==> src/logic/msg_pkg.sv <==
package msg_pkg;

  // ******************************
  // Word and datapath widths
  // ******************************

  localparam int MSG_W  = 32;
  localparam int FP_W   = 20;
  localparam int SUM_W  = 32;
  localparam int PROD_W = 40;
  localparam int RSV_W  = MSG_W - FP_W;

  // Reducer taps, one coefficient each
  localparam int N_TAPS = 8;
  localparam int TAP_W  = 3;
  localparam logic [TAP_W-1:0] LAST_TAP = TAP_W'(N_TAPS - 1);

  // Queue geometry, shared by all three queues
  localparam int FIFO_DEPTH = 16;
  localparam int FIFO_AW    = 4;

  // All-ones word closes a session in the data phase
  localparam logic [MSG_W-1:0] END_MARKER = '1;

  // ******************************
  // Sequencer to reducer item kinds
  // ******************************

  localparam int KIND_W = 2;
  localparam logic [KIND_W-1:0] KIND_ACC     = 2'd0;
  localparam logic [KIND_W-1:0] KIND_FRAME   = 2'd1;
  localparam logic [KIND_W-1:0] KIND_SESSION = 2'd2;

  // Host word, read as a coefficient or as a pixel sample
  typedef union packed {
    struct packed {
      logic [RSV_W-1:0] rsvd;
      logic [FP_W-1:0]  coeff;
    } coef;
    struct packed {
      logic             fval;
      logic [RSV_W-2:0] rsvd;
      logic [FP_W-1:0]  pixel;
    } smp;
  } msg_word_t;

endpackage

==> src/logic/frame_reducer.sv <==
`timescale 1ns/1ps

module frame_reducer (
  input  logic                        bus_clk,
  input  logic                        rst,
  input  logic [msg_pkg::FP_W-1:0]    smp_pixel,
  input  logic [msg_pkg::FP_W-1:0]    smp_coeff,
  input  logic [msg_pkg::KIND_W-1:0]  smp_kind,
  input  logic                        smp_valid,
  output logic                        smp_ready,
  input  logic                        rd_open,
  output logic [msg_pkg::SUM_W-1:0]   res_data,
  output logic                        res_valid,
  input  logic                        res_ready
);

  logic                        stall;
  logic                        s1_valid;
  logic [msg_pkg::KIND_W-1:0]  s1_kind;
  logic [msg_pkg::PROD_W-1:0]  s1_prod;
  logic [msg_pkg::SUM_W-1:0]   sum;
  logic                        pending;
  logic                        s2_go;
  logic                        flush;

  // Whole pipe freezes while a result waits on the queue
  assign stall     = res_valid && !res_ready;
  assign smp_ready = !stall;

  assign s2_go = s1_valid && !stall;
  // Frame end and session end both flush, but only with a sample pending
  assign flush = s2_go && (s1_kind != msg_pkg::KIND_ACC) && pending;

  // ******************************
  // Stage 1, multiply
  // ******************************

  always_ff @(posedge bus_clk or posedge rst) begin
    if (rst) begin
      s1_valid <= 1'b0;
    end else if (!stall) begin
      s1_valid <= smp_valid;
    end
  end

  always_ff @(posedge bus_clk) begin
    if (!stall && smp_valid) begin
      s1_kind <= smp_kind;
      s1_prod <= smp_pixel * smp_coeff;
    end
  end

  // ******************************
  // Stage 2, accumulate and flush
  // ******************************

  always_ff @(posedge bus_clk or posedge rst) begin
    if (rst) begin
      sum       <= '0;
      pending   <= 1'b0;
      res_valid <= 1'b0;
    end else begin
      if (res_ready) begin
        res_valid <= 1'b0;
      end
      if (s2_go && (s1_kind == msg_pkg::KIND_ACC)) begin
        // Sum wraps at 2^32, so only the low product bits matter
        sum     <= sum + s1_prod[msg_pkg::SUM_W-1:0];
        pending <= 1'b1;
      end else if (flush) begin
        sum     <= '0;
        pending <= 1'b0;
        // Closed read channel drops the result here
        res_valid <= rd_open;
      end
    end
  end

  always_ff @(posedge bus_clk) begin
    if (flush) begin
      res_data <= sum;
    end
  end

endmodule

==> src/logic/host_msg_bridge.sv <==
`timescale 1ns/1ps

module host_msg_bridge (
  input  logic                      bus_clk,
  input  logic                      rst,
  // Write channel, host to design
  input  logic [msg_pkg::MSG_W-1:0] wr_data,
  input  logic                      wr_valid,
  output logic                      wr_ready,
  input  logic                      wr_open,
  // Read channel, results to host
  output logic [msg_pkg::MSG_W-1:0] rd_data,
  output logic                      rd_valid,
  input  logic                      rd_ready,
  input  logic                      rd_open,
  output logic                      rd_eof,
  // Loopback channel
  output logic [msg_pkg::MSG_W-1:0] loop_data,
  output logic                      loop_valid,
  input  logic                      loop_ready,
  output logic                      loop_eof
);

  logic [msg_pkg::MSG_W-1:0]   in_data;
  logic                        in_valid;
  logic                        in_ready;
  logic [msg_pkg::MSG_W-1:0]   echo_data;
  logic                        echo_valid;
  logic                        echo_ready;
  logic [msg_pkg::FP_W-1:0]    smp_pixel;
  logic [msg_pkg::FP_W-1:0]    smp_coeff;
  logic [msg_pkg::KIND_W-1:0]  smp_kind;
  logic                        smp_valid;
  logic                        smp_ready;
  logic [msg_pkg::SUM_W-1:0]   res_data;
  logic                        res_valid;
  logic                        res_ready;
  logic                        session_done;
  logic                        loop_empty;
  logic                        res_empty;

  // ******************************
  // Pipeline
  // ******************************

  msg_fifo u_ingress (
    .bus_clk(bus_clk), .rst(rst),
    .in_data(wr_data), .in_valid(wr_valid), .in_ready(wr_ready),
    .out_data(in_data), .out_valid(in_valid), .out_ready(in_ready),
    .empty()
  );

  msg_sequencer u_sequencer (
    .bus_clk(bus_clk), .rst(rst),
    .in_data(in_data), .in_valid(in_valid), .in_ready(in_ready),
    .echo_data(echo_data), .echo_valid(echo_valid), .echo_ready(echo_ready),
    .smp_pixel(smp_pixel), .smp_coeff(smp_coeff), .smp_kind(smp_kind),
    .smp_valid(smp_valid), .smp_ready(smp_ready),
    .session_done(session_done)
  );

  frame_reducer u_reducer (
    .bus_clk(bus_clk), .rst(rst),
    .smp_pixel(smp_pixel), .smp_coeff(smp_coeff), .smp_kind(smp_kind),
    .smp_valid(smp_valid), .smp_ready(smp_ready), .rd_open(rd_open),
    .res_data(res_data), .res_valid(res_valid), .res_ready(res_ready)
  );

  msg_fifo u_result (
    .bus_clk(bus_clk), .rst(rst),
    .in_data(res_data), .in_valid(res_valid), .in_ready(res_ready),
    .out_data(rd_data), .out_valid(rd_valid), .out_ready(rd_ready),
    .empty(res_empty)
  );

  // Side branch, every consumed word goes back out
  msg_fifo u_loopback (
    .bus_clk(bus_clk), .rst(rst),
    .in_data(echo_data), .in_valid(echo_valid), .in_ready(echo_ready),
    .out_data(loop_data), .out_valid(loop_valid), .out_ready(loop_ready),
    .empty(loop_empty)
  );

  // End-of-file flags
  assign rd_eof   = session_done && res_empty;
  assign loop_eof = !wr_open && loop_empty;

endmodule

==> src/logic/msg_fifo.sv <==
`timescale 1ns/1ps

module msg_fifo (
  input  logic                      bus_clk,
  input  logic                      rst,
  input  logic [msg_pkg::MSG_W-1:0] in_data,
  input  logic                      in_valid,
  output logic                      in_ready,
  output logic [msg_pkg::MSG_W-1:0] out_data,
  output logic                      out_valid,
  input  logic                      out_ready,
  output logic                      empty
);

  logic [msg_pkg::MSG_W-1:0]   mem [msg_pkg::FIFO_DEPTH];
  logic [msg_pkg::FIFO_AW-1:0] wr_ptr;
  logic [msg_pkg::FIFO_AW-1:0] rd_ptr;
  logic [msg_pkg::FIFO_AW:0]   count;
  logic                        push;
  logic                        pop;

  // Full only when every entry holds a word
  assign in_ready  = (count != (msg_pkg::FIFO_AW + 1)'(msg_pkg::FIFO_DEPTH));
  assign empty     = (count == '0);
  assign out_valid = !empty;

  assign push = in_valid && in_ready;
  assign pop  = out_valid && out_ready;

  // Head word falls through, no read cycle needed
  assign out_data = mem[rd_ptr];

  // ******************************
  // Storage
  // ******************************

  always_ff @(posedge bus_clk) begin
    if (push) begin
      mem[wr_ptr] <= in_data;
    end
  end

  // ******************************
  // Pointers and occupancy
  // ******************************

  always_ff @(posedge bus_clk or posedge rst) begin
    if (rst) begin
      wr_ptr <= '0;
      rd_ptr <= '0;
      count  <= '0;
    end else begin
      if (push) begin
        wr_ptr <= wr_ptr + 1'b1;
      end
      if (pop) begin
        rd_ptr <= rd_ptr + 1'b1;
      end
      // Simultaneous push and pop leaves the count alone
      if (push && !pop) begin
        count <= count + 1'b1;
      end else if (pop && !push) begin
        count <= count - 1'b1;
      end
    end
  end

endmodule

==> src/logic/msg_sequencer.sv <==
`timescale 1ns/1ps

module msg_sequencer (
  input  logic                        bus_clk,
  input  logic                        rst,
  input  msg_pkg::msg_word_t          in_data,
  input  logic                        in_valid,
  output logic                        in_ready,
  output msg_pkg::msg_word_t          echo_data,
  output logic                        echo_valid,
  input  logic                        echo_ready,
  output logic [msg_pkg::FP_W-1:0]    smp_pixel,
  output logic [msg_pkg::FP_W-1:0]    smp_coeff,
  output logic [msg_pkg::KIND_W-1:0]  smp_kind,
  output logic                        smp_valid,
  input  logic                        smp_ready,
  output logic                        session_done
);

  logic                       coef_phase;
  logic [msg_pkg::TAP_W-1:0]  tap_idx;
  logic [msg_pkg::FP_W-1:0]   coeff_mem [msg_pkg::N_TAPS];
  logic                       echo_free;
  logic                       smp_free;
  logic                       accept;
  logic                       is_end;
  logic                       last_tap;

  // An output register is free when empty or draining this cycle
  assign echo_free = !echo_valid || echo_ready;
  assign smp_free  = !smp_valid || smp_ready;

  // Coefficient words only need room on the loopback side
  assign in_ready = echo_free && (coef_phase || smp_free);
  assign accept   = in_valid && in_ready;
  assign is_end   = (in_data == msg_pkg::END_MARKER);
  assign last_tap = (tap_idx == msg_pkg::LAST_TAP);

  // ******************************
  // Phase and tap index
  // ******************************

  always_ff @(posedge bus_clk or posedge rst) begin
    if (rst) begin
      coef_phase   <= 1'b1;
      tap_idx      <= '0;
      session_done <= 1'b0;
    end else if (accept) begin
      session_done <= 1'b0;
      if (coef_phase) begin
        // Same counter addresses the store while loading
        tap_idx <= last_tap ? '0 : tap_idx + 1'b1;
        if (last_tap) begin
          coef_phase <= 1'b0;
        end
      end else if (is_end) begin
        coef_phase   <= 1'b1;
        tap_idx      <= '0;
        session_done <= 1'b1;
      end else if (in_data.smp.fval) begin
        tap_idx <= last_tap ? '0 : tap_idx + 1'b1;
      end else begin
        tap_idx <= '0;
      end
    end
  end

  // Output valids
  always_ff @(posedge bus_clk or posedge rst) begin
    if (rst) begin
      echo_valid <= 1'b0;
      smp_valid  <= 1'b0;
    end else begin
      if (accept) begin
        echo_valid <= 1'b1;
      end else if (echo_ready) begin
        echo_valid <= 1'b0;
      end
      if (accept && !coef_phase) begin
        smp_valid <= 1'b1;
      end else if (smp_ready) begin
        smp_valid <= 1'b0;
      end
    end
  end

  // ******************************
  // Coefficient store and payloads
  // ******************************

  always_ff @(posedge bus_clk) begin
    if (accept && coef_phase) begin
      coeff_mem[tap_idx] <= in_data.coef.coeff;
    end
    if (accept) begin
      echo_data <= in_data;
    end
    if (accept && !coef_phase) begin
      smp_pixel <= in_data.smp.pixel;
      smp_coeff <= coeff_mem[tap_idx];
      if (is_end) begin
        smp_kind <= msg_pkg::KIND_SESSION;
      end else if (in_data.smp.fval) begin
        smp_kind <= msg_pkg::KIND_ACC;
      end else begin
        smp_kind <= msg_pkg::KIND_FRAME;
      end
    end
  end

endmodule

==> config.mk <==
export PLATFORM = sky130hd
export DESIGN_NAME = host_msg_bridge
export DESIGN_NICKNAME = d
export VERILOG_FILES = /design/src/logic/msg_pkg.sv /design/src/logic/frame_reducer.sv /design/src/logic/host_msg_bridge.sv /design/src/logic/msg_fifo.sv /design/src/logic/msg_sequencer.sv
export SDC_FILE = /design/constraint.sdc
export NUM_CORES = 2
export LEC_CHECK = 0
export ABC_AREA = 1
export CORE_MARGIN = 5
export CORE_UTILIZATION = 60
export CTS_CLUSTER_DIAMETER = 40
export CTS_CLUSTER_SIZE = 8
export DETAILED_ROUTE_END_ITERATION = 7
export DONT_BUFFER_PORTS = 1
export PLACE_DENSITY_LB_ADDON = 0.08
export SLEW_MARGIN = 20
export SYNTH_ARGS = -nofsm -noshare
export SYNTH_HDL_FRONTEND = slang
export SYNTH_SLANG_ARGS = --single-unit
==> constraint.sdc <==
create_clock -name bus_clk -period 7.4 [get_ports bus_clk]
set_input_delay 0 -clock bus_clk [delete_from_list [all_inputs] [get_ports bus_clk]]
set_output_delay 0 -clock bus_clk [all_outputs]
set_load 0.05 [all_outputs]
==> results.json <==
{
  "status": "finished clean",
  "crit_required_ns": 7.99,
  "hold_start": "wr_data[12]",
  "ys_seq_area_frac": 0.642,
  "area_growth_pct": 12.6,
  "post-route-min-period_ns": 6.82,
  "drt_iter0_markers": 5228,
  "port_buffers": 0,
  "synth_cells": 7380,
  "die_w_um": 395,
  "hold_viol_final": 0,
  "tritoncts": "yes",
  "cp_max_fo": 19,
  "syn_avg_cell_area_um2": 12.1,
  "wl_mm": 220,
  "worst_slew_pin_slew_ns": 1.13,
  "syn-cell-area_um2": 89100,
  "drc": 0,
  "r2r_start": "u_sequencer.smp_pixel[13]$_DFFE_PP_",
  "grt.total_usage": 0.282,
  "max_stage_delay_ns": 0.98,
  "path_cells": "nand2_1 -> fa_1 -> fa_1 -> fa_1 -> inv_1 -> fa_1 -> fa_1 -> fa_1 -> inv_1 -> fa_1 -> inv_1 -> ha_1 -> nand2_1 -> nor4_1 -> nand2_1 -> o211ai_1 -> a21oi_1 -> xor2_1",
  "crit_path_start": "u_sequencer.smp_pixel[13]$_DFFE_PP_",
  "overflow": 0,
  "num_vias": 56163,
  "max_slew_margin": 0.244,
  "final_core_util": 0.679,
  "grt_start_max_net_pins": 204,
  "cts_root_buf": "clkbuf_16",
  "yosysWarningCount": 0,
  "cap_viol_max_count": 0,
  "clock-sinks": 1917,
  "hpwl_mm": 123,
  "wire_per_inst_um": 23.1,
  "grt_pass1_vias": 55717,
  "path_class": "reg -> reg",
  "clock_latency_ns": 0.89,
  "start_util": 0.603,
  "end_kind": "register",
  "design_area_um2": 100000,
  "setup_tns_ns": 0,
  "clockBufferDepth": 4,
  "die_y_um": 395,
  "fin_crit_sh": 0.921,
  "pin_count": 108,
  "place_area_um2": 91300,
  "antenna_found_initial": 15,
  "cts_buffers": 306,
  "fmax_mhz": 147,
  "ys_ff_latch": 1917,
  "route.antenna.remaining_nets": 0,
  "dieArea_um2": 156000,
  "critPathLaunchType": "register",
  "cpMaxStageDelayCell": "edfxtp_1",
  "rsz0062_at_grt": "no",
  "syn-num-nets": 7884,
  "dr.pass1.iters": 6,
  "grt_pass1_wl_mm": 336,
  "clkTransAtPathRegs_ns": 0.05,
  "critPathBufInv": 3,
  "final.setup_skew_ns": 0.0728,
  "placement_rows": 141,
  "cp_top_family": "adder cells",
  "setup-violations-final": 0,
  "cp_data_arrival_time_ns": 7.40,
  "path_common_cell": "fa_1",
  "postCtsSetupBuffers": 0,
  "drive_gt1_frac": 0.0751,
  "htreeDepth": 5,
  "routed_via_density": 5.90,
  "synth_cell_type_count": 48,
  "core-area_um2": 148000,
  "gp_congestion": 0.872,
  "nNetsFinal": 7972,
  "min_path_type": "in -> reg",
  "report.final.slew_viol_count": 0
}
kinds of logic after synthesis:
group | count (synthesis) | synth area share
AO/OA/AOI/OAI | 1071 | 0.0740
adder cells (fa/ha/maj) | 465 | 0.0904
flip-flops | 1917 | 0.642
XOR/XNOR | 69 | 0.00678
AND/OR/NAND/NOR | 2333 | 0.105
multiplexers | 217 | 0.0244
buffers and inverters | 1308 | 0.0573
per-stage QoR:
step	hold slack, ns	setup WS, ns	std cells
2_1_floorplan	0.0989	1.26	7380
3_3_place_gp	-0.0673	0.821	9048
3_5_place_dp	-0.0634	0.683	9048
4_1_cts	0.00466	0.583	9510
5_1_grt	0.0530	0.257	9513
6_report	0.0701	0.585	9516
worst paths after layout:
kind / slack, ns / endpoint / depth (start not counted)
hold reg to reg: 0.42 / u_reducer.s1_kind[0]$_DFFE_PP_ / 0
setup reg to reg: 0.58 / u_reducer.s1_prod[28]$_DFFE_PP_ / 18
min in group asynchronous: 0.35 / u_reducer.sum[15]$_DFFE_PP0P_ / 4
setup / recovery: 0.58 / u_reducer.s1_prod[28]$_DFFE_PP_ / 18
max in group asynchronous: 6.24 / u_result.rd_ptr[0]$_DFFE_PP0P_ / 4
hold / removal: 0.07 / u_ingress.mem[0][12]$_DFFE_PP_ / 1
cells in the mapped netlist, drive strengths merged:
| library cell | count | share of area |
|---|---|---|
| a211oi | 3 | 0.00025 |
| a21boi | 5 | 0.00042 |
| a21o | 7 | 0.00059 |
| a21oi | 221 | 0.012 |
| a221oi | 20 | 0.0020 |
| a22o | 21 | 0.0021 |
| a22oi | 20 | 0.0017 |
| a31oi | 6 | 0.00042 |
| a32o | 1 | 0.00011 |
| and3 | 1 | 0.000070 |
| buf | 124 | 0.0075 |
| clkbuf | 268 | 0.011 |
| clkinv | 5 | 0.00021 |
| dfrtp | 80 | 0.022 |
| dfstp | 1 | 0.00030 |
| edfxtp | 1836 | 0.62 |
| fa | 298 | 0.067 |
| ha | 167 | 0.023 |
| inv | 911 | 0.038 |
| mux2 | 1 | 0.00013 |
| mux2i | 216 | 0.024 |
| nand2 | 1436 | 0.061 |
| nand3 | 342 | 0.019 |
| nand4 | 45 | 0.0032 |
| nor2 | 459 | 0.019 |
| nor3 | 31 | 0.0017 |
| nor3b | 1 | 0.000084 |
| nor4 | 11 | 0.00077 |
| o211a | 1 | 0.00011 |
| o211ai | 187 | 0.016 |
| o21a | 3 | 0.00025 |
| o21ai | 436 | 0.024 |
| o21bai | 8 | 0.00067 |
| o221ai | 90 | 0.0088 |
| o22ai | 8 | 0.00056 |
| o31ai | 1 | 0.000084 |
| o32ai | 33 | 0.0032 |
| or2 | 7 | 0.00049 |
| xnor2 | 17 | 0.0017 |
| xor2 | 52 | 0.0051 |
cell usage in the layout, fill, tap and decap left out, types with 68 or more instances in the layout:
master,n
fa_1,298
dfrtp_1,69
clkbuf_16,315
mux2i_1,216
a21oi_1,221
ha_1,167
o221ai_1,90
o21ai_0,432
inv_1,902
buf_4,128
clkbuf_1,68
nor2_1,408
edfxtp_1,1836
nand2_1,1436
nand3_1,341
o211ai_1,187
area by class of cell:
cell class / instances / area (µm²)
diodes: 5 / 12.5
clock buffers: 388 / 8210
clock inverters: 33 / 293
fillers: 10439 / 47400
inverters: 916 / 3460
multi-input cells: 4155 / 27300
flip-flops and latches: 1917 / 57200
well taps: 1930 / 2410
repair buffers: 172 / 1450
state kept, by name (all words and copies together), names as in the netlist, 4 cells and up:
register and cells:
u_result.wr_ptr 4, u_reducer.s1_prod 32, u_sequencer.smp_pixel 20, u_ingress.wr_ptr 4, u_loopback.rd_ptr 4, u_ingress.count 5
u_sequencer.echo_data 32, u_loopback.wr_ptr 4, u_sequencer.smp_coeff 20, u_result.rd_ptr 4, u_result.mem 512, u_reducer.res_data 32
u_sequencer.coeff_mem 160, u_loopback.mem 512, u_ingress.mem 512, u_ingress.rd_ptr 4, u_result.count 5, u_reducer.sum 32
u_loopback.count 5
routing by layer:
layer / vias to the layer above / GRT usage / routed length (µm)
met1: 27969 / 0.398 / 91600
met3: 366 / 0.0481 / 17500
met2: 2260 / 0.456 / 105000
met4: 0 / 0.0844 / 5600
li1: 25568 / - / -
met5: - / 0 / 0
timing repair:
action | CTS | global route
hold endpoints to repair | 616 | 0
hold buffers | 41 | 0
gates resized for setup | 0 | 0
Power is not shown: default switching activity piles up to over one toggle a cycle in this logic, so the estimate is an artifact.
